===== src/sprite_pkg.sv =====
// Sprite engine shared types

package sprite_pkg;

	// Pixel x and line y width
	localparam int X_BITS = 10;
	// Row word count, up to 16 words of four pixels
	localparam int WORDS_BITS = 5;

	// Target table of a register write
	typedef enum logic [1:0] {
		TBL_X,
		TBL_Y,
		TBL_H,
		TBL_A
	} table_sel_t;

	typedef struct packed {
		logic        wr;
		table_sel_t  sel;
		logic [7:0]  index;
		logic [15:0] data;
	} reg_write_t;

	typedef struct packed {
		logic [X_BITS-1:0] x;
		logic              enable;
		logic [3:0]        palette;
		logic              stride;   // 0 is 32 words, 1 is 64 words
		logic [X_BITS-1:0] y_start;
		logic [5:0]        width_m1;
		logic [X_BITS-1:0] y_end;
		logic [15:0]       base;
	} sprite_attr_t;

	typedef struct packed {
		logic [X_BITS-1:0] x;
		logic [3:0]        palette;
		logic [5:0]        width_m1;
		logic              valid;
	} blit_job_t;

	typedef struct packed {
		logic              en;
		logic [X_BITS-1:0] x;
		logic [7:0]        color;
	} pixel_write_t;

	typedef struct packed {
		logic        valid;
		logic [15:0] addr;
	} mem_req_t;

	typedef struct packed {
		logic        valid;
		logic [15:0] data;
	} mem_rsp_t;

	typedef enum logic [2:0] {
		R_IDLE,
		R_READ,
		R_TEST,
		R_ADDR,
		R_DRAW,
		R_NEXT
	} render_state_t;

endpackage

===== src/sprite_fetch.sv =====
// Sprite row fetch with read credits
`timescale 1ns/1ns

module sprite_fetch #(
	parameter int MEM_CREDITS = 2
) (
	input  logic                              CLK,
	input  logic                              RSTb,
	input  logic                              fetch_start,
	input  logic [15:0]                       fetch_addr,
	input  logic [sprite_pkg::WORDS_BITS-1:0] fetch_words,
	input  logic                              flush,
	input  sprite_pkg::mem_rsp_t              mem_rsp,
	input  logic                              word_take,
	output sprite_pkg::mem_req_t              mem_req,
	output logic [15:0]                       word,
	output logic                              word_valid
);

	localparam int CW = $clog2(MEM_CREDITS + 1);
	localparam int PW = (MEM_CREDITS > 1) ? $clog2(MEM_CREDITS) : 1;

	logic [CW-1:0]                     credits;
	logic [CW-1:0]                     count;
	logic [CW-1:0]                     discard;
	logic [CW-1:0]                     in_flight;
	logic [sprite_pkg::WORDS_BITS-1:0] remaining;
	logic [15:0]                       addr;
	logic [15:0]                       fifo [MEM_CREDITS];
	logic [PW-1:0]                     wr_ptr;
	logic [PW-1:0]                     rd_ptr;
	logic                              issue;
	logic                              drop;
	logic                              push;
	logic                              pop;

	function automatic logic [PW-1:0] ptr_next(input logic [PW-1:0] p);
		return (p == PW'(MEM_CREDITS - 1)) ? '0 : p + 1'b1;
	endfunction

	assign issue         = (remaining != '0) && (credits != '0);
	assign mem_req.valid = issue;
	assign mem_req.addr  = addr;

	// Responses owed to an aborted job are dropped
	assign drop = mem_rsp.valid && ((discard != '0) || flush);
	assign push = mem_rsp.valid && !drop;
	assign pop  = word_take && word_valid;

	// Each credit is either free, in flight or held by a FIFO entry
	assign in_flight  = CW'(MEM_CREDITS) - credits - count;
	assign word       = fifo[rd_ptr];
	assign word_valid = (count != '0);

	always_ff @(posedge CLK) begin
		if (!RSTb) begin
			credits   <= CW'(MEM_CREDITS);
			count     <= '0;
			discard   <= '0;
			remaining <= '0;
			wr_ptr    <= '0;
			rd_ptr    <= '0;
		end else if (flush) begin
			// FIFO entries give their credits back now, reads in flight on arrival
			credits   <= credits - CW'(issue) + count + CW'(mem_rsp.valid);
			discard   <= in_flight + CW'(issue) - CW'(mem_rsp.valid);
			count     <= '0;
			remaining <= '0;
			wr_ptr    <= '0;
			rd_ptr    <= '0;
		end else begin
			credits <= credits - CW'(issue) + CW'(pop) + CW'(drop);
			count   <= count + CW'(push) - CW'(pop);
			if (drop) begin
				discard <= discard - 1'b1;
			end
			if (push) begin
				wr_ptr <= ptr_next(wr_ptr);
			end
			if (pop) begin
				rd_ptr <= ptr_next(rd_ptr);
			end
			if (fetch_start) begin
				remaining <= fetch_words;
			end else if (issue) begin
				remaining <= remaining - 1'b1;
			end
		end
	end

	always_ff @(posedge CLK) begin
		if (fetch_start) begin
			addr <= fetch_addr;
		end else if (issue) begin
			addr <= addr + 1'b1;
		end
		if (push) begin
			fifo[wr_ptr] <= mem_rsp.data;
		end
	end

endmodule


===== config.mk =====
export PLATFORM = sky130hd
export DESIGN_NAME = sprite_fetch
export DESIGN_NICKNAME = d
export VERILOG_FILES = /design/src/sprite_pkg.sv /design/src/sprite_fetch.sv
export SDC_FILE = /design/constraint.sdc
export NUM_CORES = 1
export LEC_CHECK = 0
export BUFFER_PORTS_ARGS = -buffer_cell sky130_fd_sc_hd__buf_2
export CORE_ASPECT_RATIO = 0.5
export CORE_UTILIZATION = 45
export CTS_CLUSTER_SIZE = 25
export DETAILED_ROUTE_END_ITERATION = 8
export PLACE_DENSITY = 0.69
export SYNTH_ARGS = -nofsm -noshare
export SYNTH_HDL_FRONTEND = slang
export SYNTH_SLANG_ARGS = --single-unit

===== constraint.sdc =====
create_clock -name CLK -period 3.7 [get_ports CLK]
set_clock_uncertainty 0.05 [all_clocks]
set_input_delay 0.37 -clock CLK [delete_from_list [all_inputs] [get_ports CLK]]
set_output_delay 0.37 -clock CLK [all_outputs]
set_load 0.1 [all_outputs]

==> impl_metrics.ini, run 1 <==
[critical_path]
reg2reg_slack_ns = 0.83
path_buf_inv = 1
cp_data_arrival_time_ns = 3.02
ff2ff_path_depth = 10
r2r-end = credits[1]
cp_top_family = simple AND/OR/NAND/NOR gates
critical_path.slowest_cell = or4b_4
critPathRequiredTime_ns = 3.85
crit_path_max_incr_delay_ns = 0.51
setup.worst_path.start_class = flip-flop
path_common_cell = ha_1
cp.depth = 10
cp_max_fo = 4
critPathKind = reg2reg
r2r_start = remaining[0]
endpoint_kind = flip-flop
path_cells = inv_1, ha_1, or4b_4, and3_2, a21oi_2, xnor2_1, ha_1, or3_1, a31oi_1, mux2_2

[global_route]
grt_pass1_vias = 2101
antenna_found_initial = 0
overflow = 0
grt_use_total_pct = 18.0
grt_pass1_wl_mm = 9.76
grt_start_max_net_pins = 37

[final_layout]
syn_to_final_growth_pct = 25.2
fill_cells = 491
multiInputGateArea_mm2 = 0.00121
antenna_cells = 0
post-route-util_pct = 60.3
fin_nets = 391
final_area_mm2 = 0.00378
drive_gt1_share_pct = 34.5
regArea_mm2 = 0.00172

[worst_hold_path]
hold_start = mem_rsp[12]
min_to = fifo[1][12]
min-delay-path-class = in2reg
hold_depth = 1

[sta]
setup_viol_count_final = 0
period_minus_slack_ns = 2.87
drv_slew = 0
period_share_pct = 77.6
slew_headroom_pct = 47.3
hold_viol_final = 0
rsz0062_at_grt = no
tightest_slew_ns = 0.790
max_freq_mhz = 348
setup_tns_ns = 0

[run_status]
status = complete, no violations

[power_and_ir_drop]
p_seq_share_pct = 33.7
switchingPower_uw = 1170
switching_share_pct = 41.3
powerDensity_mw_per_mm2 = 749
p_int_uw = 1660
irDropWorstVdd_mv = 0.262
p_leak_uw = 0.00151
combPwrFrac_pct = 37.2
pwr-share-clk_pct = 29.0

[routing]
wl_per_cell_um = 13.9
antenna_left = 0
totalWireLength_mm = 5.98
dr.max_layer_used = met4
via_count = 2181
drt_pass1_iterations = 4
wl_met2_mm = 2.96
drcViolationCount = 0
wl_met3_um = 248
wirelength_met1_mm = 2.72
drtIter0Drc = 118
via_per_inst = 5.07

[placed_design]
place_area_mm2 = 0.00349
hpwlAfterDp_mm = 4.34
routabilityCongestion = 0.802
port_buffers = 76

[clocking]
htree_levels = 3
clock_insertion_delay_worst_skew_ns = 0.32
cts_buffer_depth = 2
numCtsBuffers = 9
path_clk_slew_ns = 0.05
cts.repair.resized = 0
cts.hold.buffers_added = 0
postCtsSetupRepairBufs = 0
cts_tree = built
cts_sinks = 62
root_buffer = clkbuf_16

[synthesis]
syn_avg_cell_area_um2 = 11.8
ys.flop_type = edfxtp_1
yosysTopAreaCell = edfxtp_1
yosysMostFrequentCell = edfxtp_1
ys_seq_area_share_pct = 57.0
ys_ff_latch = 62
ys_top_cells_by_area = edfxtp_1, dfxtp_1, mux2_2
syn_nets = 311
synthTopCellsByCount = edfxtp_1, nand2_1, o21ai_0, xnor2_1, mux2_2
netlist.area_leader.share_pct = 47.7
postSynth.asyncResetShare_pct = 0
synthesis.area_mm2 = 0.00302
ys.warnings.count = 0
ys_types = 40
syn-instance-count = 257
synth_edf_count = 48

[floorplanning]
start_util_pct = 48.1
core_area_mm2 = 0.00628
die_w_um = 118
ios = 77
rows = 20
die_y_um = 60.0
dieArea_mm2 = 0.00707

[job]
maxCapViolCount = 0
-- power by group through the flow --
stage	sequential, uW	clock (uW)	combinational, uW
after floorplan	1260	0	587
after global placement	962	0	1040
after detailed placement	970	0	1050
after CTS	957	832	1060
after global routing	971	868	1130
final	956	823	1060
-- layer usage --
layer	global-route usage, %	vias to the layer above
met3	4.96	8
met4	5.49	0
met2	31.8	44
met5	0	-
li1	-	1088
met1	22.1	1041
-- sequential cells by signal (all words and copies together), names as in the netlist, named ones only --
name	flops
remaining	5
discard	2
addr	16
fifo	32
rd_ptr	1
wr_ptr	1
count	2
credits	2
-- cells by family after synthesis --
group,Yosys count,share of synthesized area (%)
and+or+nand+nor,84,14.5
muxes,20,7.37
AOI/OAI and AO/OA,32,6.17
xor gates and xnor gates,26,7.53
buffers and inverters,22,2.90
DFF,62,57.0
adders and majority gates,11,4.55
-- stage by stage --
| step | total power [uW] | hold WS [ns] | setup slack (ns) | std cells |
|---|---|---|---|---|
| after global routing | 2970 | 0.180 | 0.708 | 430 |
| after floorplan | 1850 | 0.419 | 1.03 | 257 |
| after CTS | 2850 | 0.187 | 0.823 | 430 |
| after detailed placement | 2030 | 0.469 | 0.851 | 414 |
| final | 2840 | 0.190 | 0.829 | 430 |
| after global placement | 2000 | 0.447 | 0.976 | 414 |
-- worst reg2reg max path, cell delays in order (launching register included) --
cell and delay (ns):
dfxtp_1 0.33, inv_1 0.09, ha_1 0.18, or4b_4 0.51, and3_2 0.25, a21oi_2 0.16
xnor2_1 0.08, ha_1 0.19, or3_1 0.35, a31oi_1 0.20, mux2_2 0.36
-- cell type report --
type	count	share of cell area [%]
Sequential cell	62	45.5
Multi-Input combinational cell	173	32.1
Timing Repair Buffer	77	10.2
Clock buffer	9	5.95
Tap cell	88	2.91
Clock inverter	7	1.95
Inverter	14	1.39
-- worst max-delay path by stage --
stage	startpoint	endpoint	slack, ns
6_report	remaining[0]	credits[1]	0.83
3_3_place_gp	remaining[0]	credits[1]	0.98
4_1_cts	remaining[0]	credits[1]	0.82
5_1_grt	remaining[0]	credits[1]	0.71
2_1_floorplan	remaining[0]	credits[1]	1.03
3_5_place_dp	remaining[0]	credits[1]	0.85
-- placed cells by master, fill, tap and decap left out, types with 2 or more instances in the layout --
cell type,count
buf_2,76
edfxtp_1,48
nand2_1,23
xnor2_1,20
o21ai_0,20
mux2_2,18
inv_1,14
nor2_1,14
dfxtp_1,14
ha_1,11
nand3_1,10
clkbuf_16,9
nor4_1,6
xor2_1,6
nor2b_1,5
nor3_1,5
a21oi_1,4
and2_1,3
nand4_1,3
nand2b_1,3
clkinvlp_4,3
or2_2,2
mux2i_1,2
a211oi_1,2
Note: power is estimated with default switching activity, not from simulation.
==> run 2: changes to the inputs <==
clock period = 2.73 ns   (was 3.7 ns; I/O delays follow)
==> impl_metrics.ini, run 2 (synthesis results as in run 1) <==
[clocking]
numCtsBuffers = 9
cts_tree = built
cts_buffer_depth = 2
cts_sinks = 62
root_buffer = clkbuf_16
clock_insertion_delay_worst_skew_ns = 0.32
htree_levels = 3
path_clk_slew_ns = 0.05

[floorplanning]
core_area_mm2 = 0.00628
ios = 77
die_y_um = 60.0
start_util_pct = 48.1
dieArea_mm2 = 0.00707
die_w_um = 118
rows = 20

[global_route]
grt_pass1_vias = 2082
antenna_found_initial = 0
overflow = 0
grt_pass1_wl_mm = 9.63
grt_use_total_pct = 18.1
grt_start_max_net_pins = 36

[power_and_ir_drop]
finalPower_uw = 3880
irDropWorstVdd_mv = 0.384
powerDensity_mw_per_mm2 = 1010
p_leak_uw = 0.00152

[critical_path]
critPathKind = reg2reg
cp_top_family = simple AND/OR/NAND/NOR gates
critical_path.slowest_cell = or4b_4
path_cells = inv_2, ha_4, or4b_4, buf_6, nand2_4, inv_2, ha_4, nor2b_1, or3_1, a31oi_1, mux2_2
crit_path_max_incr_delay_ns = 0.46
setup.worst_path.start_class = flip-flop
r2r_start = remaining[0]
ff2ff_path_depth = 11
critPathRequiredTime_ns = 2.89
cp_max_fo = 5
r2r-end = credits[1]
path_buf_inv = 3
reg2reg_slack_ns = 0.04
endpoint_kind = flip-flop
cp_data_arrival_time_ns = 2.84

[sta]
hold_viol_final = 0
tightest_slew_ns = 0.764
setup_viol_count_final = 0
period_minus_slack_ns = 2.69
slew_headroom_pct = 49.1
drv_slew = 0
setup_tns_ns = 0
max_freq_mhz = 372
period_share_pct = 98.4

[placed_design]
place_area_mm2 = 0.00350
routabilityCongestion = 0.810
hpwlAfterDp_mm = 4.37
port_buffers = 76

[routing]
drt_pass1_iterations = 4
wl_per_cell_um = 14.1
drtIter0Drc = 105
antenna_left = 0
via_count = 2192
totalWireLength_mm = 6.09
drcViolationCount = 0
via_per_inst = 5.07

[final_layout]
regMostFlops = fifo
antenna_cells = 0
syn_to_final_growth_pct = 27.4
reg.largest.list = fifo (32), addr (16), remaining (5)
final_area_mm2 = 0.00385
final_cell_mix = buf_2, edfxtp_1, nand2_1
layout_commonest_cell = buf_2
drive_gt1_share_pct = 37.5
largest_reg_flops = 32
fin_nets = 393

[worst_hold_path]
min_to = fifo[1][12]
min-delay-path-class = in2reg
hold_start = mem_rsp[12]
hold_depth = 1

[run_status]
status = complete, no violations

[job]
maxCapViolCount = 0
run 2: cell types whose count changed in the layout (fill, tap and decap cells not counted), moves of 2 or more:
cell     change
inv_1        -3
ha_1         -3
dfxtp_2      +2
inv_2        +3
dfxtp_1      -2
ha_4         +2
run 2: timing repair:
| action | in CTS | in global routing |
|---|---|---|
| gates resized for setup | 3 | 12 |
| pin swaps | 1 | 2 |
| setup buffers | 0 | 0 |
| setup endpoints to repair | 1 | 1 |
| hold buffers | 0 | 0 |
| cloned | 0 | 0 |
run 2: per-stage QoR:
step / hold WS [ns] / instances / setup slack, ns / util, %
2_1_floorplan: 0.322 / 257 / 0.0598 / -
3_3_place_gp: 0.410 / 416 / 0.0524 / 55.7
3_5_place_dp: 0.420 / 416 / -0.0243 / 55.7
4_1_cts: 0.0793 / 432 / 0.00991 / 60.6
5_1_grt: 0.0785 / 432 / -0.0170 / 61.3
6_report: 0.0876 / 432 / 0.0444 / 61.3
run 2: per-layer routing:
layer	vias to the layer above	track usage (%)	part of all wire, %
met5	-	0	0
met4	0	6.04	1.1
met3	6	6.20	4.6
met2	55	30.8	50
met1	1038	22.0	44
li1	1093	-	-
run 2: worst max-delay path by stage:
stage / from / endpoint / slack (ns) / cells after the start
floorplan: remaining[0] / credits[1] / 0.06 / 10
global placement: remaining[0] / credits[1] / 0.05 / 10
global route: remaining[0] / credits[1] / -0.02 / 11
finish: remaining[0] / credits[1] / 0.04 / 11
CTS: remaining[0] / credits[1] / 0.01 / 10
detailed placement: remaining[0] / credits[1] / -0.02 / 10
run 2: area by class of cell:
cell class / count / area, um^2
sequential: 62 / 1720
clock inverter: 6 / 62.6
timing repair buffer: 79 / 407
clock buffer: 10 / 229
fill: 519 / 2430
multi-input combinational: 173 / 1270
inverter: 14 / 52.6
tap: 88 / 110
run 2: where the power goes:
group | total, uW | leakage [uW] | internal [uW] | switching, uW
registers | 1300 | 0.000572 | 1180 | 116
clock network | 1090 | 0.000136 | 702 | 387
logic | 1500 | 0.000816 | 407 | 1090
total | 3880 | 0.00152 | 2290 | 1590
==> run 3: changes to the inputs <==
CORE_ASPECT_RATIO = not set   (was 0.5)
==> impl_metrics.ini, run 3 (synthesis results as in run 1) <==
[critical_path]
cp_max_fo = 3
r2r_start = remaining[1]
critPathRequiredTime_ns = 2.91
setup.worst_path.start_class = flip-flop
r2r-end = credits[1]
critPathKind = reg2reg
reg2reg_slack_ns = 0.09
ff2ff_path_depth = 10
cp_data_arrival_time_ns = 2.82
endpoint_kind = flip-flop

[floorplanning]
ios = 77
core_area_mm2 = 0.00642
start_util_pct = 47.1
die_w_um = 84.0
dieArea_mm2 = 0.00705
die_y_um = 84.0
rows = 29

[final_layout]
regMostFlops = fifo
fin_nets = 396
drive_gt1_share_pct = 37.8
largest_reg_flops = 32
reg.largest.list = fifo (32), addr (16), remaining (5)
final_cell_mix = buf_2, edfxtp_1, nand2_1
layout_commonest_cell = buf_2
regArea_mm2 = 0.00172
syn_to_final_growth_pct = 24.3
antenna_cells = 0
final_area_mm2 = 0.00376
multiInputGateArea_mm2 = 0.00123
fill_cells = 572

[routing]
wl_per_cell_um = 14.4
via_per_inst = 5.29
antenna_left = 0
via_count = 2242
drtIter0Drc = 86
totalWireLength_mm = 6.09
drcViolationCount = 16
drt_pass1_iterations = 6

[global_route]
overflow = 0
antenna_found_initial = 0
grt_start_max_net_pins = 36
grt_pass1_vias = 2226
grt_use_total_pct = 18.3
grt_pass1_wl_mm = 10.1

[power_and_ir_drop]
powerDensity_mw_per_mm2 = 985
irDropWorstVdd_mv = 0.456
p_leak_uw = 0.00150

[run_status]
status = finished, violations left
violations = design-rule violations

[sta]
period_share_pct = 96.7
hold_viol_final = 0
holdWs_ns = 0.0684
tightest_slew_ns = 0.748
max_freq_mhz = 379
drv_slew = 0
worst_slack_ns = 0.0895
period_minus_slack_ns = 2.64
setup_viol_count_final = 0
slew_headroom_pct = 50.1

[placed_design]
pre_cts_slack_ns = 0.0118
routabilityCongestion = 0.884
hpwlAfterDp_mm = 4.19
port_buffers = 76
place_area_mm2 = 0.00349

[clocking]
root_buffer = clkbuf_8
htree_levels = 3
cts_buffer_depth = 2
numCtsBuffers = 9
cts_sinks = 62
cts_tree = built
clock_insertion_delay_worst_skew_ns = 0.34
path_clk_slew_ns = 0.08

[worst_hold_path]
hold_depth = 1
hold_start = mem_rsp[1]
min_to = fifo[1][1]
min-delay-path-class = in2reg

[job]
maxCapViolCount = 0
[run 3: cell types whose count changed in the layout (fill, tap and decap cells not counted), moves of 2 or more]
cell / delta
inv_6: +2
clkbuf_8: +9
clkbuf_16: -9
buf_4: +4
ha_4: -2
[run 3: cell type report]
class / count / share of cell area, %
clock buffers: 9 / 3.30
clock inverters: 7 / 2.80
inverters: 14 / 1.40
multi-input cells: 173 / 32.7
flip-flops and latches: 62 / 45.9
well taps: 77 / 2.56
repair buffers: 82 / 11.3
[run 3: through the flow]
stage	total power [uW]	util, %	instances	TNS (ns)
after CTS	3690	58.0	422	0
after detailed placement	2760	54.4	406	0
after floorplan	2500	-	257	0
final	3700	58.5	424	0
after global placement	2730	54.4	406	0
after global routing	3890	58.5	424	-0.00347
[run 3: critical path, stage by stage (launching register included)]
cell	delay, ns
dfxtp_2	0.33
inv_2	0.06
ha_2	0.17
or4b_4	0.46
and3_4	0.19
a21oi_2	0.14
xnor2_1	0.10
ha_2	0.18
or3_1	0.34
a31oi_1	0.18
mux2_2	0.34
[run 3: timing repair]
| item | 4_1_cts | 5_1_grt |
|---|---|---|
| hold endpoints to repair | 0 | 0 |
| endpoints found under the setup margin | 1 | 1 |
| gates resized for setup | 1 | 8 |
| pin swaps | 0 | 4 |
| setup buffers | 0 | 2 |
| hold buffers | 0 | 0 |
[run 3: how the worst max path moves through the flow]
stage                       startpoint    endpoint  depth (start not counted)
after CTS                 remaining[0]  credits[1]                         10
after global placement    remaining[0]  credits[1]                         10
final                     remaining[1]  credits[1]                         10
after detailed placement  remaining[0]  credits[1]                         10
after floorplan           remaining[0]  credits[1]                         10
after global routing      remaining[1]  credits[1]                         11
[run 3: layer usage]
layer / track usage, % / vias up / part of all wire, %
li1: - / 1098 / -
met1: 23.0 / 1069 / 45
met2: 30.0 / 68 / 49
met3: 4.95 / 7 / 5.2
met4: 7.21 / 0 / 1.0
met5: 0 / - / 0
[run 3: power by group]
| part | switching, uW | internal, uW |
|---|---|---|
| combinational | 1070 | 404 |
| sequential | 116 | 1180 |
| clock | 399 | 528 |
