===== src/sprite_pkg.sv =====
// Sprite engine shared types

package sprite_pkg;

	// Pixel x and line y width
	localparam int X_BITS = 10;
	// Row word count, up to 16 words of four pixels
	localparam int WORDS_BITS = 5;

	// Target table of a register write
	typedef enum logic [1:0] {
		TBL_X,
		TBL_Y,
		TBL_H,
		TBL_A
	} table_sel_t;

	typedef struct packed {
		logic        wr;
		table_sel_t  sel;
		logic [7:0]  index;
		logic [15:0] data;
	} reg_write_t;

	typedef struct packed {
		logic [X_BITS-1:0] x;
		logic              enable;
		logic [3:0]        palette;
		logic              stride;   // 0 is 32 words, 1 is 64 words
		logic [X_BITS-1:0] y_start;
		logic [5:0]        width_m1;
		logic [X_BITS-1:0] y_end;
		logic [15:0]       base;
	} sprite_attr_t;

	typedef struct packed {
		logic [X_BITS-1:0] x;
		logic [3:0]        palette;
		logic [5:0]        width_m1;
		logic              valid;
	} blit_job_t;

	typedef struct packed {
		logic              en;
		logic [X_BITS-1:0] x;
		logic [7:0]        color;
	} pixel_write_t;

	typedef struct packed {
		logic        valid;
		logic [15:0] addr;
	} mem_req_t;

	typedef struct packed {
		logic        valid;
		logic [15:0] data;
	} mem_rsp_t;

	typedef enum logic [2:0] {
		R_IDLE,
		R_READ,
		R_TEST,
		R_ADDR,
		R_DRAW,
		R_NEXT
	} render_state_t;

endpackage

===== src/sprite_render_ctrl.sv =====
// Sprite render sequencer
`timescale 1ns/1ns

module sprite_render_ctrl #(
	parameter int SPRITE_BITS = 8
) (
	input  logic                              CLK,
	input  logic                              RSTb,
	input  logic                              h_tick,
	input  logic [sprite_pkg::X_BITS-1:0]     display_y,
	input  sprite_pkg::sprite_attr_t          attr,
	input  logic                              blit_done,
	output logic [SPRITE_BITS-1:0]            rd_index,
	output logic                              fetch_start,
	output logic [15:0]                       fetch_addr,
	output logic [sprite_pkg::WORDS_BITS-1:0] fetch_words,
	output logic                              flush,
	output sprite_pkg::blit_job_t             blit_job,
	output logic                              swap,
	output logic                              busy
);

	sprite_pkg::render_state_t     state;
	logic [SPRITE_BITS-1:0]        index;
	logic [sprite_pkg::X_BITS-1:0] row;
	logic [15:0]                   row_offset;
	logic                          hit;
	logic                          job_valid;
	logic [sprite_pkg::X_BITS-1:0] job_x;
	logic [3:0]                    job_palette;
	logic [5:0]                    job_width_m1;

	assign hit = attr.enable && (display_y >= attr.y_start) && (display_y <= attr.y_end);

	// Sheet rows are 32 or 64 words apart
	assign row_offset = attr.stride ? {row, 6'd0} : {1'b0, row, 5'd0};

	assign rd_index = index;
	assign swap     = h_tick;
	assign busy     = (state != sprite_pkg::R_IDLE);
	assign flush    = h_tick && busy;

	assign blit_job.x        = job_x;
	assign blit_job.palette  = job_palette;
	assign blit_job.width_m1 = job_width_m1;
	assign blit_job.valid    = job_valid;

	always_ff @(posedge CLK) begin
		if (!RSTb) begin
			state       <= sprite_pkg::R_IDLE;
			index       <= '0;
			fetch_start <= 1'b0;
			job_valid   <= 1'b0;
		end else begin
			fetch_start <= 1'b0;
			job_valid   <= 1'b0;
			if (h_tick) begin
				// New line, rescan from sprite zero
				state <= sprite_pkg::R_READ;
				index <= '0;
			end else begin
				case (state)
					sprite_pkg::R_IDLE: begin
						state <= sprite_pkg::R_IDLE;
					end
					// Attribute RAM read in flight
					sprite_pkg::R_READ: begin
						state <= sprite_pkg::R_TEST;
					end
					sprite_pkg::R_TEST: begin
						state <= hit ? sprite_pkg::R_ADDR : sprite_pkg::R_NEXT;
					end
					sprite_pkg::R_ADDR: begin
						fetch_start <= 1'b1;
						job_valid   <= 1'b1;
						state       <= sprite_pkg::R_DRAW;
					end
					sprite_pkg::R_DRAW: begin
						if (blit_done) begin
							state <= sprite_pkg::R_NEXT;
						end
					end
					sprite_pkg::R_NEXT: begin
						if (index == '1) begin
							state <= sprite_pkg::R_IDLE;
						end else begin
							index <= index + 1'b1;
							state <= sprite_pkg::R_READ;
						end
					end
					default: begin
						state <= sprite_pkg::R_IDLE;
					end
				endcase
			end
		end
	end

	// Row number, then row start address and job fields
	always_ff @(posedge CLK) begin
		if (state == sprite_pkg::R_TEST) begin
			row <= display_y - attr.y_start;
		end
		if (state == sprite_pkg::R_ADDR) begin
			fetch_addr   <= attr.base + row_offset;
			fetch_words  <= {1'b0, attr.width_m1[5:2]} + 1'b1;
			job_x        <= attr.x;
			job_palette  <= attr.palette;
			job_width_m1 <= attr.width_m1;
		end
	end

endmodule


===== config.mk =====
export PLATFORM = sky130hd
export DESIGN_NAME = sprite_render_ctrl
export DESIGN_NICKNAME = d
export VERILOG_FILES = /design/src/sprite_pkg.sv /design/src/sprite_render_ctrl.sv
export SDC_FILE = /design/constraint.sdc
export NUM_CORES = 1
export LEC_CHECK = 0
export BUFFER_PORTS_ARGS = -buffer_cell sky130_fd_sc_hd__buf_2
export CORE_ASPECT_RATIO = 1.1
export CORE_MARGIN = 4
export CORE_UTILIZATION = 53
export DETAILED_ROUTE_END_ITERATION = 8
export PLACE_DENSITY = 0.85
export REMOVE_ABC_BUFFERS = 1
export SLEW_MARGIN = 20
export SYNTH_ARGS = -nofsm -noshare
export SYNTH_HDL_FRONTEND = slang
export SYNTH_SLANG_ARGS = --single-unit

===== constraint.sdc =====
create_clock -name CLK -period 6 [get_ports CLK]
set_clock_uncertainty 0.1 [all_clocks]
set_input_delay 1.8 -clock CLK [delete_from_list [all_inputs] [get_ports CLK]]
set_output_delay 1.8 -clock CLK [all_outputs]
set_load 0.01 [all_outputs]

==> results of run 1 <==
## registers in the layout (all words and copies together) (netlist names)
name	cells
rd_index	8
row	10
state	3
job_palette	4
fetch_words	5
job_width_m1	6
job_x	10
job_valid	1
fetch_addr	16
## metrics by stage
| step | util [%] | worst slack (ns) |
|---|---|---|
| 3_5_place_dp | 66.4 | 1.68 |
| 5_1_grt | 70.4 | 1.91 |
| 2_1_floorplan | - | 2.08 |
| 6_report | 70.4 | 1.93 |
| 3_3_place_gp | 66.4 | 1.75 |
| 4_1_cts | 70.0 | 1.92 |
## worst min path at each step
stage                start           to  slack, ns  cells past startpoint
2_1_floorplan     state[2]     state[2]       0.40                      2
3_3_place_gp   rd_index[6]  rd_index[6]       0.42                      2
3_5_place_dp   rd_index[6]  rd_index[6]       0.43                      2
4_1_cts        rd_index[6]  rd_index[6]       0.45                      2
5_1_grt        rd_index[6]  rd_index[6]       0.48                      2
6_report       rd_index[7]  rd_index[7]       0.45                      2
## metal layers
metal | global-route usage (%) | wire [um] | up-vias
met1 | 21.1 | 2840 | 1198
met5 | 0 | 0 | -
met4 | 7.92 | 96 | 0
li1 | - | - | 1322
met2 | 32.3 | 3450 | 132
met3 | 3.50 | 678 | 6
## power groups by stage
stage	sequential [mW]	clock [mW]	combinational [mW]
6_report	0.489	0.405	0.161
5_1_grt	0.489	0.437	0.181
4_1_cts	0.489	0.417	0.161
3_5_place_dp	0.498	0	0.159
3_3_place_gp	0.498	0	0.153
2_1_floorplan	0.500	0	0.104
## layout by cell type (no fill, tap or decap), drive strengths merged, types with 2 or more instances in the layout
master | netlist | layout
buf | 2 | 126
edfxtp | 51 | 51
inv | 32 | 32
ha | 32 | 32
nor2 | 23 | 23
a21oi | 16 | 16
xnor2 | 13 | 13
nor3 | 12 | 12
dfxtp | 12 | 12
xor2 | 11 | 11
clkbuf | 2 | 11
mux2 | 8 | 8
nand2 | 8 | 8
o21ai | 7 | 7
nor2b | 6 | 6
nand4 | 6 | 6
nand2b | 6 | 6
o21a | 5 | 5
nand3 | 5 | 5
and3 | 4 | 4
mux2i | 3 | 3
nor4 | 3 | 3
or2 | 2 | 2
o31a | 2 | 2
a21o | 2 | 2
a31oi | 2 | 2
fa | 2 | 2
bufinv | 0 | 2
o31ai | 2 | 2
a2111oi | 2 | 2
clkinv | 0 | 2
## synth_stat cells, types with 2 or more instances
master | number | share of area [%]
edfxtp_1 | 51 | 45
ha_1 | 32 | 12
inv_1 | 32 | 3.5
nor2_1 | 23 | 2.5
a21oi_1 | 14 | 2.1
xnor2_1 | 13 | 3.3
dfxtp_1 | 12 | 7.1
nor3_1 | 12 | 1.8
xor2_1 | 11 | 2.8
mux2_2 | 8 | 2.6
nand2_1 | 8 | 0.88
nand2b_1 | 6 | 1.1
nand4_1 | 6 | 1.1
nor2b_1 | 6 | 1.1
nand3_1 | 5 | 0.73
o21a_1 | 5 | 1.1
and3_1 | 4 | 0.73
o21ai_0 | 4 | 0.59
mux2i_1 | 3 | 0.88
nor4_1 | 3 | 0.55
o21ai_1 | 3 | 0.44
a21o_1 | 2 | 0.44
a21oi_2 | 2 | 0.51
a31oi_1 | 2 | 0.37
buf_4 | 2 | 0.44
clkbuf_1 | 2 | 0.22
fa_1 | 2 | 1.2
o31a_1 | 2 | 0.51
or2_1 | 2 | 0.37
## cell type report
| class | instances | area, um2 | area share (%) |
|---|---|---|---|
| sequential | 63 | 1770 | 40.7 |
| clock buffer | 11 | 141 | 3.24 |
| timing repair buffer | 126 | 646 | 14.8 |
| inverter | 32 | 120 | 2.76 |
| multi-input combinational | 193 | 1500 | 34.4 |
| tap | 80 | 100 | 2.30 |
| clock inverter | 5 | 81.3 | 1.87 |
## critical path, cell delays in order
cell	delay, ns
buf_2	0.11
and2_1	0.13
buf_2	0.13
## cells by family (layout without fill, tap and decap cells)
family,count (synthesis),count (layout),synth area share [%]
adder cells (fa/ha/maj),34,34,12.9
flip-flops,63,63,52.0
multiplexers,11,11,3.53
AND/OR/NAND/NOR,79,79,11.7
buffers and inverters,36,174,4.19
AO/OA/AOI/OAI,45,45,9.45
XOR/XNOR,24,24,6.17
==> results.ini, run 1 <==
[outcome]
outcome=complete, no violations

[cts]
clkSinkCount=63
cts_tree=built
postCtsHoldBufs=0
cts_setup_buffers=0
cts-root-buf=clkbuf_8
cts_buffers=9
clock_latency_ns=0.33
cts_resized=0
clock_path_buffers=2
cts.clk_slew.worst_paths_ns=0.07
h-tree-depth=3

[critical_path]
setup.worst_path.start=h_tick
cp-start-kind=input pin
crit_fanout=4
reg2reg_to=fetch_addr[15]
r2r_setup_slack_ns=3.42
worstPathRequired_ns=4.10
path_class=input pin to output port
r2r_cells=8
worstSetupEndpointType=output port
worstReg2RegStart=row[1]
crit_end=flush
arrival_ns=2.17

[pwr]
power.total_mw=1.05
leakage_nw=1.96
seqPwrFrac_pct=46.4
power_frac_clock_pct=38.4
internal_power_mw=0.808
power_density_nw_per_um2=242
power.switching_mw=0.246
ir_worst_vdd_uv=137
sw_frac_of_total_pct=23.3
pwr-share-comb_pct=15.3

[timing]
setup_viol=0
whs_ns=0.450
maxClockFrequency_mhz=245
max_slew.worst_pin.slew_ns=0.758
max-slew-margin-rel_pct=49.3
setup_tns_ns=0
rsz0062_at_grt=false
timing.final.crit_share_pct=67.9
drv_slew=0
timing.final.crit_period_ns=4.07
hold_violations=0

[die]
fp.dieH_um=92.1
fp-row-count=30
ios=126
design.core.area_um2=6190
dieArea_um2=7770
die_w_um=84.4
start_util_pct=55.0

[synth]
netlist_instances=292
yosysWarnings=0
avgSynthCellArea_um2=11.7
synthesis.area_um2=3400
synth_edf_count=51
ys.flop_type=edfxtp_1
async_reset_ff_share_pct=0
ys_types=44
synth-seq-cells=63
yosysSeqAreaShare_pct=52.0

[grt]
grt_util_all_layers_pct=18.1
grt_pass1_vias=2562
overflow=0
grt_max_degree=42
antenna_found_initial=0
grt_pass1_wl_um=11300

[run]
cap_violations=0

[finish]
fin_nets=531
area_growth_pct=28.0
fill_cells=440
drive_gt1_share_pct=36.0
insertedDiodeCount=0
final_area_um2=4360
fin_cells=510

[detailed_routing]
first_pass_iters=4
wl_per_cell_um=13.9
drc=0
postRouteAntennaNets=0
num_vias=2658
routed_wl_um=7070
drt_iter0_drc=141
via_per_inst=5.21

[placement]
place_inst=493
io_buffers=125
placed_area_um2=4120
gp_congestion=0.788
place.detailed.hpwl_um=5630

[worst_hold_path]
hold_path.class=flip-flop to flip-flop

Note: power is estimated with default switching activity, not from simulation.
==> run 2, diff against run 1 <==
- CORE_UTILIZATION: 53 -> 50
- PLACE_DENSITY: 0.85 -> 0.81
- clock period: 6 -> 4.1 ns (I/O delays scaled with it)
==> results.ini, run 2 (synthesis results as in run 1) <==
[critical_path]
worstPathRequired_ns=4.08
cp_cell_sequence=buf_2, mux2_2, ha_1, nor2b_1, o21a_1, o31ai_4, a21oi_2, or4_1, and3_1
crit_path_max_incr_delay_ns=0.39
worstSetupEndpointType=flip-flop
crit_fanout=11
arrival_ns=3.38
path_class=input pin to flip-flop
cp-start-kind=input pin
cp_slowest_cell=or4_1

[finish]
fin_nets=531
largest-register=fetch_addr
final_common_cell=buf_2
insertedDiodeCount=0
area_growth_pct=27.3
drive_gt1_share_pct=36.0
final_cell_mix=buf_2, edfxtp_1, inv_1, ha_1, nor2_1
post-route-util_pct=65.7
reg.largest.list=fetch_addr (16), job_x (10), row (10)
fill_cells=541
largest_reg_flops=16

[cts]
cts_buffers=9
cts.clk_slew.worst_paths_ns=0.07
cts_resized=0
clock_latency_ns=0.32
h-tree-depth=3
clkSinkCount=63
cts_tree=built
clock_path_buffers=2
cts_setup_buffers=0
postCtsHoldBufs=0
cts-root-buf=clkbuf_8

[timing]
setup_tns_ns=0
rsz0062_at_grt=false
maxClockFrequency_mhz=294
drv_slew=0
max_slew.worst_pin.slew_ns=0.725
timing.final.crit_share_pct=82.8
hold_violations=0
setup_viol=0
timing.final.crit_period_ns=3.40
max-slew-margin-rel_pct=51.5

[grt]
grt_pass1_wl_um=10700
grt_max_degree=42
grt_pass1_vias=2494
overflow=0
antenna_found_initial=0
grt_util_all_layers_pct=16.5

[detailed_routing]
num_vias=2568
via_per_inst=5.02
wl_per_cell_um=12.8
drt_iter0_drc=59
drc=0
routed_wl_um=6560
postRouteAntennaNets=0
first_pass_iters=4

[die]
ios=126
design.core.area_um2=6590
fp-row-count=31
dieArea_um2=8190
start_util_pct=51.6
die_w_um=86.7
fp.dieH_um=94.5

[pwr]
power.total_mw=1.44
ir_worst_vdd_uv=201
power_density_nw_per_um2=332
leakage_nw=1.96

[worst_hold_path]
hold_path.class=flip-flop to flip-flop

[outcome]
outcome=complete, no violations

[placement]
gp_congestion=0.763
place.detailed.hpwl_um=5380
io_buffers=125

[run]
cap_violations=0

## run 2: cell type report
class                      count  area (um2)  area share (%)
inverter                      32         120            2.77
timing repair buffer         126         653            15.1
clock inverter                 4        23.8           0.548
tap                           82         103            2.37
multi-input combinational    193        1500            34.5
sequential                    63        1770            40.9
clock buffer                  12         166            3.84
## run 2: worst paths after layout
check        slack, ns        endpoint   startpoint  depth (start not counted)
min reg2reg       0.45     rd_index[7]  rd_index[7]                          2
min               0.45     rd_index[7]  rd_index[7]                          2
max               0.70  fetch_addr[15]     attr[42]                          9
max reg2reg       1.56  fetch_addr[15]       row[2]                          8
## run 2: through the flow
step / setup slack (ns) / cells / hold WS [ns] / area [um2]
after floorplan: 0.754 / 288 / 0.403 / 3380
after global placement: 0.423 / 495 / 0.416 / 4120
after detailed placement: 0.360 / 495 / 0.441 / 4120
after CTS: 0.713 / 511 / 0.462 / 4310
after global routing: 0.598 / 512 / 0.484 / 4340
final: 0.704 / 512 / 0.452 / 4340
## run 2: worst max-delay path: cells and delay by family
kind / cells / cell delay [ns]
AO/OA/AOI/OAI: 3 / 0.52
adder cells (fa/ha/maj): 1 / 0.32
buffers and inverters: 1 / 0.22
multiplexers: 1 / 0.38
AND/OR/NAND/NOR: 3 / 0.70
## run 2: routing by layer
layer,vias to the layer above,track usage (%),share of wire (%)
met5,-,0,0
met4,0,6.23,0.98
met1,1136,19.6,42
li1,1321,-,-
met2,107,28.1,47
met3,4,5.06,9.5
## run 2: report_power, final
group | internal [mW] | leakage [nW] | switching [mW]
logic | 0.113 | 1.29 | 0.119
registers | 0.711 | 0.559 | 0.00439
clock network | 0.273 | 0.103 | 0.220
total | 1.10 | 1.96 | 0.343
==> run 3, diff against run 2 <==
- ABC_AREA: unset -> 1
- CORE_UTILIZATION: 50 -> 45
- PLACE_DENSITY: 0.81 -> 0.76
- clock period: 4.1 -> 2.95 ns (I/O delays scaled with it)
==> results.ini, run 3 <==
[critical_path]
crit_fanout=7
crit_buf_inv=1
crit_path_max_incr_delay_ns=0.35
r2r_cells=8
cp-start-kind=input pin
cp_common_cell=nor2_1
reg2reg_to=fetch_addr[12]
cp_cell_sequence=buf_2, mux2_2, ha_1, a21oi_1, o21ai_1, a21oi_2, nor2_1, nor2_1, xor2_1
arrival_ns=2.39
crit_end=fetch_addr[12]
worstPathRequired_ns=2.94
crit_cells=9
worstReg2RegStart=row[2]
path_delay_family=compound AO/OA/AOI/OAI gates
r2r_setup_slack_ns=0.93
path_class=input pin to flip-flop
setup.worst_path.start=attr[42]
cp_slowest_cell=mux2_2
worstSetupEndpointType=flip-flop

[finish]
insertedDiodeCount=0
final_area_um2=4500
fin_nets=602
area_growth_pct=28.1
layout.area.seq_um2=1770
largest-register=fetch_addr
fill_cells=682
multi_input_area_um2=1500
largest_reg_flops=16
final_common_cell=buf_2
reg.largest.list=fetch_addr (16), job_x (10), row (10)
final_cell_mix=buf_2, inv_1, nand2_1
drive_gt1_share_pct=31.7

[outcome]
outcome=complete, no violations

[timing]
drv_slew=0
hold_violations=0
timing.final.crit_share_pct=81.5
max-slew-margin-rel_pct=46.5
maxClockFrequency_mhz=416
setup_viol=0
timing.final.crit_period_ns=2.40
rsz0062_at_grt=false
max_slew.worst_pin.slew_ns=0.799
setup_tns_ns=0

[synth]
yosysWarnings=0
ys.flop_type=edfxtp_1
yosys.area.top_type_share_pct=43.6
synthesis.area_um2=3510
synth_largest_area_cell=edfxtp_1
synth-seq-cells=63
avgSynthCellArea_um2=9.70
synth_edf_count=51
yosysSeqAreaShare_pct=50.5
ys_types=34
synth_area_leaders=edfxtp_1, ha_1, dfxtp_1
synth_common_cells=inv_1, nand2_1, edfxtp_1, nor2_1, ha_1
netlist_instances=362
async_reset_ff_share_pct=0

[grt]
antenna_found_initial=0
overflow=0
grt_max_degree=42
grt_pass1_wl_um=11500
grt_util_all_layers_pct=15.5
grt_pass1_vias=2719

[placement]
io_buffers=125
place.detailed.hpwl_um=5850
placed_area_um2=4270
gp_congestion=0.878

[cts]
clock_path_buffers=2
cts-root-buf=clkbuf_8
cts_buffers=9
postCtsHoldBufs=0
cts.clk_slew.worst_paths_ns=0.07
cts_setup_buffers=0
clock_latency_ns=0.34
cts_resized=0
h-tree-depth=3
clkSinkCount=63
cts_tree=built

[pwr]
power_density_nw_per_um2=482
power.total_mw=2.17
ir_worst_vdd_uv=247
leakage_nw=2.12

[die]
ios=126
fp-row-count=33
fp.dieH_um=101
design.core.area_um2=7510
start_util_pct=46.7
dieArea_um2=9280
die_w_um=92.2

[detailed_routing]
postRouteAntennaNets=0
via_per_inst=4.72
num_vias=2858
drt_iter0_drc=84
drc=0
routed_wl_um=7130
wl_per_cell_um=11.8
first_pass_iters=4

[worst_hold_path]
hold_path.class=flip-flop to flip-flop

[run]
cap_violations=0

==> run 3: cell count changes after synthesis, sizes merged, moves of 5 or more <==
cell / previous run / this run
inv: 32 / 60
nor2b: 6 / 0
mux2: 8 / 2
a21oi: 16 / 28
nor2: 23 / 39
nand3: 5 / 14
o21a: 5 / 0
nand2: 8 / 61
nor3: 12 / 4
o21ai: 7 / 16
nand2b: 6 / 0
==> run 3: how the worst min path moves through the flow <==
| stage | cells past startpoint | slack [ns] | startpoint | to |
|---|---|---|---|---|
| finish | 1 | 0.37 | state[1] | state[1] |
| CTS | 1 | 0.37 | state[1] | state[1] |
| global placement | 1 | 0.34 | state[1] | state[1] |
| global route | 1 | 0.40 | state[1] | state[1] |
| floorplan | 1 | 0.33 | state[1] | state[1] |
| detailed placement | 1 | 0.36 | state[1] | state[1] |
==> run 3: cells by family (layout without fill, tap and decap cells) <==
family          count (synthesis)  in the layout  synth area share, %
compound gates                 51             51                 8.16
xor+xnor                       21             21                 5.24
buf+inv                        64            203                 7.16
mux                             2              2                0.641
flops                          63             63                 50.5
simple gates                  127            127                 15.8
fa+ha+maj                      34             34                 12.5
==> run 3: area by class of cell <==
type / count / area share [%]
inverters: 60 / 5.06
repair buffers: 127 / 14.2
well taps: 105 / 2.92
multi-input cells: 235 / 33.2
clock buffers: 10 / 3.06
flip-flops and latches: 63 / 39.4
clock inverters: 6 / 2.09
==> run 3: through the flow <==
stage               hold slack [ns]  setup slack [ns]  instances  utilization, %
floorplan                     0.329             0.125        358               -
global placement              0.340             0.246        590            56.8
detailed placement            0.359             0.215        590            56.8
CTS                           0.369             0.567        606            59.9
global route                  0.399             0.412        606            59.9
finish                        0.367             0.547        606            59.9
==> run 3: per-layer routing <==
metal | GRT usage, % | wire length, um | up-vias
met5 | 0 | 0 | -
met1 | 17.3 | 2830 | 1252
met3 | 3.81 | 626 | 19
met4 | 7.77 | 224 | 0
met2 | 27.7 | 3450 | 110
li1 | - | - | 1477
==> run 3: power by group <==
| part | leakage [nW] | switching (mW) | internal, mW |
|---|---|---|---|
| Clock | 0.113 | 0.345 | 0.503 |
| Combinational | 1.44 | 0.180 | 0.146 |
| Sequential | 0.559 | 0.00468 | 0.988 |
