--- src/sprite_pkg.sv ---
// Sprite engine shared types

package sprite_pkg;

	// Pixel x and line y width
	localparam int X_BITS = 10;
	// Row word count, up to 16 words of four pixels
	localparam int WORDS_BITS = 5;

	// Target table of a register write
	typedef enum logic [1:0] {
		TBL_X,
		TBL_Y,
		TBL_H,
		TBL_A
	} table_sel_t;

	typedef struct packed {
		logic        wr;
		table_sel_t  sel;
		logic [7:0]  index;
		logic [15:0] data;
	} reg_write_t;

	typedef struct packed {
		logic [X_BITS-1:0] x;
		logic              enable;
		logic [3:0]        palette;
		logic              stride;   // 0 is 32 words, 1 is 64 words
		logic [X_BITS-1:0] y_start;
		logic [5:0]        width_m1;
		logic [X_BITS-1:0] y_end;
		logic [15:0]       base;
	} sprite_attr_t;

	typedef struct packed {
		logic [X_BITS-1:0] x;
		logic [3:0]        palette;
		logic [5:0]        width_m1;
		logic              valid;
	} blit_job_t;

	typedef struct packed {
		logic              en;
		logic [X_BITS-1:0] x;
		logic [7:0]        color;
	} pixel_write_t;

	typedef struct packed {
		logic        valid;
		logic [15:0] addr;
	} mem_req_t;

	typedef struct packed {
		logic        valid;
		logic [15:0] data;
	} mem_rsp_t;

	typedef enum logic [2:0] {
		R_IDLE,
		R_READ,
		R_TEST,
		R_ADDR,
		R_DRAW,
		R_NEXT
	} render_state_t;

endpackage
--- src/sprite_blitter.sv ---
// Sprite pixel blitter
`timescale 1ns/1ns

module sprite_blitter #(
	parameter int LINE_PIXELS = 800
) (
	input  logic                     CLK,
	input  logic                     RSTb,
	input  sprite_pkg::blit_job_t    blit_job,
	input  logic                     flush,
	input  logic [15:0]              word,
	input  logic                     word_valid,
	output logic                     word_take,
	output sprite_pkg::pixel_write_t pix_wr,
	output logic                     blit_done
);

	logic                        active;
	// Spare top bit keeps x + i from wrapping back onto the line
	logic [sprite_pkg::X_BITS:0] x_pos;
	logic [5:0]                  left;
	logic [1:0]                  nib;
	logic [3:0]                  palette;
	logic [3:0]                  pixel;
	logic                        fire;
	logic                        last;

	assign fire  = active && word_valid && !flush;
	assign last  = (left == '0);
	assign pixel = word[{nib, 2'b00} +: 4];

	// Word done after its fourth nibble or the sprite's last pixel
	assign word_take = fire && ((nib == 2'd3) || last);

	// Nibble zero is transparent
	assign pix_wr.en    = fire && (pixel != 4'd0) && (x_pos < LINE_PIXELS);
	assign pix_wr.x     = x_pos[sprite_pkg::X_BITS-1:0];
	assign pix_wr.color = {palette, pixel};

	always_ff @(posedge CLK) begin
		if (!RSTb) begin
			active    <= 1'b0;
			blit_done <= 1'b0;
		end else begin
			blit_done <= fire && last;
			if (flush) begin
				active <= 1'b0;
			end else if (blit_job.valid) begin
				active <= 1'b1;
			end else if (fire && last) begin
				active <= 1'b0;
			end
		end
	end

	always_ff @(posedge CLK) begin
		if (blit_job.valid) begin
			x_pos   <= {1'b0, blit_job.x};
			left    <= blit_job.width_m1;
			nib     <= 2'd0;
			palette <= blit_job.palette;
		end else if (fire) begin
			x_pos <= x_pos + 1'b1;
			left  <= left - 1'b1;
			nib   <= nib + 1'b1;
		end
	end

endmodule

--- config.mk ---
export PLATFORM = sky130hd
export DESIGN_NAME = sprite_blitter
export DESIGN_NICKNAME = d
export VERILOG_FILES = /design/src/sprite_pkg.sv /design/src/sprite_blitter.sv
export SDC_FILE = /design/constraint.sdc
export NUM_CORES = 1
export LEC_CHECK = 0
export BUFFER_PORTS_ARGS = -buffer_cell sky130_fd_sc_hd__buf_2
export CORE_MARGIN = 2
export CORE_UTILIZATION = 47
export DETAILED_ROUTE_END_ITERATION = 8
export GPL_TIMING_DRIVEN = 0
export HOLD_SLACK_MARGIN = 0.05
export PLACE_DENSITY = 0.8
export SLEW_MARGIN = 10
export SYNTH_ARGS = -nofsm -noshare
export SYNTH_HDL_FRONTEND = slang
export SYNTH_SLANG_ARGS = --single-unit
--- constraint.sdc ---
create_clock -name CLK -period 2.2 [get_ports CLK]
set_clock_uncertainty 0.2 [all_clocks]
set_input_delay 0.11 -clock CLK [delete_from_list [all_inputs] [get_ports CLK]]
set_output_delay 0.11 -clock CLK [all_outputs]
set_load 0.01 [all_outputs]
==> impl_metrics.csv, run 1 <==
group,metric,value,unit
outcome,status,"finished with violations",
outcome,failed_checks,"setup timing",
route,ant_nets,0,
clock_network,cts_made_buffers,3,
synth,netlist_top_cells_area,"edfxtp_1, dfxtp_1, mux4_2",
layout,layout.cells.non_filler,258,
grt,grt_pass1_wl,5.464,mm
floorplanning,io_pins,62,
timing,worst_slack,-0.004613,ns
synth,syn-cell-area,1441,um2
grt,grt_overflow,0,
pwr,sw_frac_of_total,0.2777,
floorplanning,die_h,59.38,um
critical_path,criticalPathCategory,"flop to primary output",
timing,hold_violations,0,
synth,synth_top_area_share,0.4167,
clock_network,clock_sinks,25,
layout,fin_nets,271,
run,maxCapViolCount,0,
synth,yosysMostFrequentCell,"edfxtp_1",
pwr,vdd_ir_drop_max,0.0003965,V
critical_path,cp_slowest_cell,"or4b_4",
pwr,clkPwrFrac,0.210,
placement,post-place-cells,227,
route,drc,0,
floorplanning,initial_core_util,0.4840,
synth,synth-main-ff-cell,"edfxtp_1",
timing,fin_crit,2.205,ns
layout,syn2layout_area_growth,46.18,%
layout,utilization,0.7076,
clock_network,insertion_delay,0.33,ns
critical_path,rr_worst_depth,5,
grt,grt_start_max_net_pins,17,
grt,grtUsageTotal,0.2076,
floorplanning,rows,20,
pwr,p_seq_frac,0.561,
pwr,intPower,0.7629,mW
synth,ys_top_cells_by_count,"edfxtp_1, nand2_1, buf_4, o21ai_0",
route,routed_wl,3.392,mm
pwr,netSwitchingPower,0.2933,mW
timing,fmax,0.4536,GHz
route,first_iter_violations,34,
clock_network,cts.path.max_buffers,2,
worst_hold_path,whs_path_depth,4,
grt,grt_pass1_vias,1246,
critical_path,reg2reg_from,"left[1]$_DFFE_PP_",
critical_path,required,1.89,ns
critical_path,worstSetupEndpointType,"primary output",
timing,slew_headroom,0.5467,
floorplanning,die_w,59.38,um
clock_network,cts_max_level,1,
synth,synth_edf_count,20,
synth,yosysSeqAreaShare,0.4861,
floorplanning,coreArea,2978,um2
synth,yosysTopAreaCell,"edfxtp_1",
placement,gp_congestion,0.7896,
grt,grt_antenna_before_repair,0,
worst_hold_path,hp-class,"primary input to flop",
placement,dp_hpwl,2.410,mm
synth,yosys_warnings,0,
timing,rsz0062_at_grt,"yes",
synth,async_reset_ff_frac,0,
floorplanning,die-area,3526,um2
timing,final.setup.tns,-0.007461,ns
critical_path,critPathLaunchType,"flop",
placement,io_buffers,61,
placement,placed_cell_area,1788,um2
layout,diodes,0,
pwr,p_comb_frac,0.229,
critical_path,worstPathMaxFanout,3,
synth,ys_ff_latch,25,
critical_path,r2r_end,"blit_done$_SDFF_PN0_",
timing,report.final.setup_viol,2,
timing,tightest_slew,0.6783,ns
timing,fin_crit_sh,1.002,
synth,postSynthAreaPerCell,10.84,um2
critical_path,worstPathCellList,"inv_2 -> ha_1 -> or4b_4 -> o21ba_2 -> nor2_1 -> buf_2",
layout,drive_gt1_frac,0.4133,
timing,slew_viol_final,0,
critical_path,crit_path_max_incr_delay,0.48,ns
clock_network,cts-root-buf,"clkbuf_4",
worst_hold_path,holdCritStartpoint,"word_valid",
synth,synth_fp_nets,178,
pwr,power_density,501.3,nW/um2
clock_network,path_clk_slew,0.16,ns
route,vias,1334,
synth,synth_cells,133,
clock_network,cts_tree,"built",
route,viasPerCell,5.171,
layout,design_area,2107,um2
critical_path,ff2ff_setup_slack,0.07,ns
synth,ys_types,31,
critical_path,arrival,1.89,ns
worst_hold_path,min_to,"nib[0]$_SDFFE_PP0P_",
pwr,power.static_leakage,0.8985,nW
route,wl_per_cell,13.15,um
route,dr.pass1.iters,4,
-- stage by stage --
step | total power, mW | setup slack [ns] | hold WS [ns]
CTS | 1.051 | -0.007814 | 0.1458
global route | 1.104 | -0.08942 | 0.2142
detailed placement | 0.8007 | 0.005281 | 0.08765
global placement | 0.7914 | 0.05492 | 0.07973
finish | 1.056 | -0.004613 | 0.1517
floorplan | 0.7126 | 0.4567 | -0.01724
-- power groups by stage --
stage / Sequential (mW) / Clock, mW / Combinational, mW
floorplan: 0.594 / 0 / 0.118
global placement: 0.599 / 0 / 0.193
detailed placement: 0.601 / 0 / 0.200
CTS: 0.592 / 0.220 / 0.239
global route: 0.599 / 0.237 / 0.268
finish: 0.593 / 0.222 / 0.241
-- metal layers --
metal,global-route usage,up-vias,share of wire
met5,0,-,0
met4,0.06818,0,0.0094
met3,0.02620,4,0.053
met2,0.3642,38,0.51
met1,0.2635,620,0.43
li1,-,672,-
-- cells by family (layout without fill, tap and decap cells) --
kind of cell | Yosys count | after routing | share of synthesized area
AND/OR/NAND/NOR | 50 | 50 | 0.1797
flip-flops | 25 | 25 | 0.4861
AO/OA/AOI/OAI | 20 | 20 | 0.08767
buffers and inverters | 19 | 111 | 0.07638
multiplexers | 8 | 8 | 0.09288
XOR/XNOR | 7 | 7 | 0.04254
adder cells (fa/ha/maj) | 4 | 4 | 0.03472
-- final cells by class --
cell class,count,area [um2]
plain buffers,15,101.3
well taps,33,41.29
clock inverters,1,7.507
fillers,237,870.8
inverters,4,15.01
multi-input cells,89,649.4
clock buffers,3,22.52
repair buffers,88,568.0
flip-flops and latches,25,701.9
-- what timing repair did --
item	4_1_cts	5_1_grt
endpoints found under the setup margin	2	3
pin swaps	1	1
hold buffers	24	0
buffers inserted	1	2
gates resized for setup	7	1
endpoints found under the hold margin	26	0
-- sequential cells by signal, summed over array words and instances, names as in the netlist --
register,cells
x_pos,11
left,6
palette,4
nib,2
active,1
blit_done,1
-- worst max-delay path by stage --
stage | start | end | cells past startpoint
final | left[1]$_DFFE_PP_ | word_take | 6
after global routing | nib[0]$_SDFFE_PP0P_ | pix_wr[18] | 5
after CTS | nib[0]$_SDFFE_PP0P_ | pix_wr[18] | 5
after detailed placement | blit_job[0] | left[1]$_DFFE_PP_ | 5
after global placement | blit_job[0] | x_pos[3]$_DFFE_PP_ | 5
after floorplan | nib[0]$_SDFFE_PP0P_ | pix_wr[18] | 4
-- layout by cell type, fill, tap and decap left out, types with 4 or more instances in the layout --
master,n
o21ai_0,9
edfxtp_1,20
ha_1,4
mux4_2,4
dfxtp_1,4
nor2_1,8
nand3_1,8
clkbuf_1,4
buf_4,13
or4_1,5
xor2_1,4
buf_2,61
dlygate4sd3_1,24
nand2_1,16
-- critical path: cells and delay by family, from the launching register on --
family	cells	cell delay [ns]
fa+ha+maj	1	0.13
flops	1	0.44
compound gates	1	0.21
simple gates	2	0.55
buf+inv	2	0.23
No activity file was read; power rests on OpenSTA's default activity.
==> run 2, diff against run 1 <==
--- a/config.mk
+++ b/config.mk
@@ -7,4 +7,5 @@
 export LEC_CHECK = 0
 export BUFFER_PORTS_ARGS = -buffer_cell sky130_fd_sc_hd__buf_2
+export CORE_ASPECT_RATIO = 0.9
 export CORE_MARGIN = 2
 export CORE_UTILIZATION = 47
@@ -13,5 +14,5 @@
 export HOLD_SLACK_MARGIN = 0.05
 export PLACE_DENSITY = 0.8
-export SLEW_MARGIN = 10
+export SLEW_MARGIN = 0
 export SYNTH_ARGS = -nofsm -noshare
 export SYNTH_HDL_FRONTEND = slang
==> constraint.sdc (replaced) <==
create_clock -name CLK -period 2.2 [get_ports CLK]
set_clock_uncertainty 0.2 [all_clocks]
set_input_delay 0.33 -clock CLK [delete_from_list [all_inputs] [get_ports CLK]]
set_output_delay 0.33 -clock CLK [all_outputs]
set_load 0.01 [all_outputs]
==> run 2 against run 1 <==
  * The run still ends with setup timing left
  * First-iteration DRC count rose by 38%
  * Non-clock buffer count fell by 13
  * Total power shrank 0.73%
  * Global-route usage is 0.61 points higher
  * Via count shrank 0.45%
  * Combinational power shrank 4%
  * Clock-buffer cell count stayed put
==> impl_metrics.csv, run 2 (synthesis results as in run 1) <==
group,metric,value,unit
timing,slew_viol_final,0,
critical_path,required,1.67,ns
clock_network,cts-root-buf,"clkbuf_4",
floorplanning,io_pins,62,
clock_network,cts_made_buffers,3,
timing,fin_crit_sh,1.091,
outcome,status,"finished with violations",
route,ant_nets,0,
grt,grt_pass1_wl,5.906,mm
outcome,failed_checks,"setup timing",
timing,fmax,0.4165,GHz
pwr,vdd_ir_drop_max,0.0002259,V
route,first_iter_violations,47,
route,drc,0,
clock_network,clock_sinks,25,
grt,grtUsageTotal,0.2137,
critical_path,path_delay_family,"simple AND/OR/NAND/NOR gates",
floorplanning,initial_core_util,0.4812,
grt,grt_antenna_before_repair,0,
floorplanning,die_h,56.54,um
route,vias,1328,
grt,grt_start_max_net_pins,17,
critical_path,worstPathMaxFanout,2,
run,maxCapViolCount,0,
clock_network,path_clk_slew,0.16,ns
pwr,p_total,1.049,mW
timing,slew_headroom,0.5126,
layout,fin_nets,258,
layout,final_common_cell,"buf_2",
timing,fin_crit,2.401,ns
critical_path,worst-path-buf-inv,2,
critical_path,arrival,1.87,ns
layout,final_cell_mix,"buf_2, edfxtp_1, buf_4",
floorplanning,rows,19,
clock_network,cts_max_level,1,
critical_path,critPathLaunchType,"flop",
layout,drive_gt1_frac,0.4717,
route,routed_wl,3.526,mm
timing,tightest_slew,0.7294,ns
layout,largest_registers,"x_pos x11, left x6, palette x4",
pwr,power_density,524.8,nW/um2
route,viasPerCell,5.228,
timing,report.final.setup_viol,2,
placement,dp_hpwl,2.572,mm
floorplanning,die-area,3526,um2
floorplanning,coreArea,2995,um2
critical_path,criticalPathCategory,"flop to primary output",
pwr,power.static_leakage,0.8543,nW
timing,hold_violations,0,
layout,largest_register_ffs,11,
layout,diodes,0,
critical_path,worstSetupEndpointType,"primary output",
timing,rsz0062_at_grt,"yes",
critical_path,worstPathCellList,"inv_2 -> ha_4 -> or4b_4 -> o21ba_4 -> nor2_2 -> buf_2",
grt,grt_pass1_vias,1371,
clock_network,cts_tree,"built",
grt,grt_overflow,0,
timing,holdWs,0.05862,ns
layout,regMostFlops,"x_pos",
layout,nFillCells,247,
critical_path,crit_path_max_incr_delay,0.47,ns
layout,multi_input_area,670.6,um2
layout,seqCellArea,701.9,um2
worst_hold_path,hp-class,"primary input to flop",
route,dr.pass1.iters,4,
placement,io_buffers,61,
clock_network,insertion_delay,0.33,ns
timing,worst_slack,-0.2009,ns
clock_network,cts.path.max_buffers,2,
layout,syn2layout_area_growth,38.63,%
critical_path,cp_slowest_cell,"or4b_4",
route,wl_per_cell,13.88,um
floorplanning,die_w,62.38,um
placement,gp_congestion,0.7897,
## run 2: repair_timing
item                                    CTS  global route
hold buffers                              6             0
endpoints found under the setup margin    2            18
setup buffers                             6             2
endpoints found under the hold margin     6             0
gates resized for setup                   6             6
pin swaps                                 1             0
## run 2: path summary, 6_finish.rpt
path,from,end,slack [ns],depth (start not counted)
worst max-delay path,left[1]$_DFFE_PP_,word_take,-0.20,6
worst min-delay path,blit_job[0],palette[1]$_DFFE_PP_,0.06,1
worst max register to register,left[1]$_DFFE_PP_,left[5]$_DFFE_PP_,0.15,5
worst min register to register,active$_SDFFE_PP0P_,active$_SDFFE_PP0P_,0.31,2
## run 2: layout make-up
type,count,share of cell area
buffer,15,0.05072
clock inverter,1,0.004383
multi-input combinational,89,0.3356
inverter,4,0.007514
clock buffer,3,0.01127
tap,42,0.02630
sequential,25,0.3513
timing repair buffer,75,0.2129
## run 2: metal layers
layer | part of all wire | track usage | vias up
li1 | - | - | 647
met5 | 0 | 0 | -
met4 | 0.018 | 0.05397 | 0
met2 | 0.50 | 0.3991 | 54
met3 | 0.060 | 0.03808 | 6
met1 | 0.43 | 0.2559 | 621
## run 2: stage by stage
| step | instances | setup WS [ns] | area [um2] | setup TNS, ns | utilization |
|---|---|---|---|---|---|
| 2_1_floorplan | 133 | 0.2367 | 1441 | 0 | - |
| 3_3_place_gp | 236 | -0.2023 | 1799 | -3.233 | 0.6007 |
| 3_5_place_dp | 236 | -0.2256 | 1799 | -3.603 | 0.6007 |
| 4_1_cts | 252 | -0.2074 | 1953 | -0.4026 | 0.6520 |
| 5_1_grt | 254 | -0.2843 | 1998 | -1.740 | 0.6671 |
| 6_report | 254 | -0.2009 | 1998 | -0.3830 | 0.6671 |
## run 2: power by group
| group | switching, mW | internal, mW | total [mW] |
|---|---|---|---|
| clock | 0.151 | 0.0739 | 0.225 |
| combinational | 0.105 | 0.127 | 0.232 |
| sequential | 0.0378 | 0.554 | 0.592 |
| total | 0.293 | 0.755 | 1.05 |
==> run 3, diff against run 2 <==
- RECOVER_POWER: not set -> 50
- SETUP_SLACK_MARGIN: not set -> 0.05
==> run 3 against run 2 <==
  * The flow still finishes with violations (setup timing)
  * Largest cell class unchanged
  * Utilization barely moved
  * Clock-buffer cell count did not move
  * Largest power group unchanged
  * Highest routed layer unchanged
  * Routed wire length rose by 0.26%
  * Sequential power barely moved
==> impl_metrics.csv, run 3 (synthesis results as in run 1) <==
group,metric,value,unit
floorplanning,rows,19,
critical_path,arrival,1.88,ns
floorplanning,io_pins,62,
grt,grt_pass1_wl,5.906,mm
placement,gp_congestion,0.7897,
critical_path,worstPathMaxFanout,2,
layout,final_common_cell,"buf_2",
pwr,vdd_ir_drop_max,0.0002292,V
floorplanning,initial_core_util,0.4812,
floorplanning,die_w,62.38,um
placement,io_buffers,61,
clock_network,cts_made_buffers,3,
timing,worst_slack,-0.2055,ns
grt,grt_antenna_before_repair,0,
pwr,power_density,524.7,nW/um2
floorplanning,coreArea,2995,um2
route,wl_per_cell,13.92,um
critical_path,worstSetupEndpointType,"primary output",
critical_path,critPathLaunchType,"flop",
pwr,power.static_leakage,0.8379,nW
placement,dp_hpwl,2.572,mm
route,ant_nets,0,
layout,largest_registers,"x_pos x11, left x6, palette x4",
route,vias,1325,
layout,final_cell_mix,"buf_2, edfxtp_1, nand2_1, buf_4, clkbuf_1",
clock_network,cts.path.max_buffers,2,
placement,place_worst_setup_slack,-0.2256,ns
clock_network,clock_sinks,25,
timing,fmax,0.4157,GHz
grt,grt_start_max_net_pins,17,
route,viasPerCell,5.217,
layout,syn2layout_area_growth,38.54,%
timing,slew_viol_final,0,
timing,fin_crit,2.405,ns
floorplanning,die-area,3526,um2
layout,diodes,0,
grt,grt_pass1_vias,1371,
grt,grtUsageTotal,0.2137,
clock_network,insertion_delay,0.32,ns
clock_network,cts_max_level,1,
clock_network,path_clk_slew,0.16,ns
critical_path,required,1.67,ns
layout,drive_gt1_frac,0.4434,
run,maxCapViolCount,0,
grt,grt_overflow,0,
route,dr.pass1.iters,4,
timing,fin_crit_sh,1.093,
outcome,status,"finished with violations",
layout,largest_register_ffs,11,
layout,layout.cells.non_filler,254,
timing,tightest_slew,0.7221,ns
timing,hold_violations,0,
clock_network,cts_tree,"built",
clock_network,cts-root-buf,"clkbuf_4",
layout,regMostFlops,"x_pos",
floorplanning,die_h,56.54,um
route,first_iter_violations,41,
timing,slew_headroom,0.5174,
timing,rsz0062_at_grt,"yes",
timing,holdWs,0.06953,ns
outcome,failed_checks,"setup timing",
layout,fin_nets,258,
critical_path,criticalPathCategory,"flop to primary output",
timing,final.setup.tns,-0.3840,ns
worst_hold_path,hp-class,"primary input to flop",
placement,post-place-cells,236,
route,drc,0,
timing,report.final.setup_viol,2,
route,routed_wl,3.535,mm
## run 3: repair_timing
action,in CTS,in global routing
pin swaps,1,0
hold endpoints to repair,6,0
setup buffers,6,2
hold buffers,6,0
endpoints found under the setup margin,2,19
gates resized for setup,6,7
## run 3: worst max-delay path: stages, from the launching register on
cell and delay [ns]:
edfxtp_1 0.45, inv_2 0.11, ha_4 0.12, or4b_4 0.47, o21ba_4 0.21, nor2_2 0.06
buf_2 0.14
## run 3: power by group
part | leakage [nW] | internal [mW] | total [mW] | switching [mW]
Combinational | 0.581 | 0.126 | 0.231 | 0.105
Sequential | 0.238 | 0.555 | 0.593 | 0.0381
Clock | 0.0183 | 0.0739 | 0.224 | 0.150
## run 3: path summary, 6_finish.rpt
check | from | to | slack, ns | cells after the start
max | left[1]$_DFFE_PP_ | word_take | -0.21 | 6
max reg2reg | left[1]$_DFFE_PP_ | left[5]$_DFFE_PP_ | 0.14 | 5
min | blit_job[4] | left[3]$_DFFE_PP_ | 0.07 | 3
min reg2reg | active$_SDFFE_PP0P_ | active$_SDFFE_PP0P_ | 0.30 | 2
## run 3: per-stage QoR
stage	total power, mW	utilization	instance area, um2
3_5_place_dp	0.8015	0.6007	1799
6_report	1.048	0.6667	1997
2_1_floorplan	0.7126	-	1441
4_1_cts	1.041	0.6520	1953
5_1_grt	1.095	0.6667	1997
3_3_place_gp	0.7920	0.6007	1799
## run 3: metal layers
| metal | wire, um | vias up | part of all wire | track usage |
|---|---|---|---|---|
| met4 | 40 | 0 | 0.011 | 0.05397 |
| met2 | 1786 | 52 | 0.51 | 0.3991 |
| met3 | 214 | 4 | 0.061 | 0.03808 |
| li1 | - | 647 | - | - |
| met1 | 1494 | 622 | 0.42 | 0.2559 |
| met5 | 0 | - | 0 | 0 |
## run 3: area by class of cell
class	instances	area [um2]
Fill cell	251	998.5
Sequential cell	25	701.9
Multi-Input combinational cell	89	670.6
Timing Repair Buffer	75	424.2
Buffer	15	101.3
Tap cell	42	52.55
Clock buffer	3	22.52
Inverter	4	15.01
Clock inverter	1	8.758
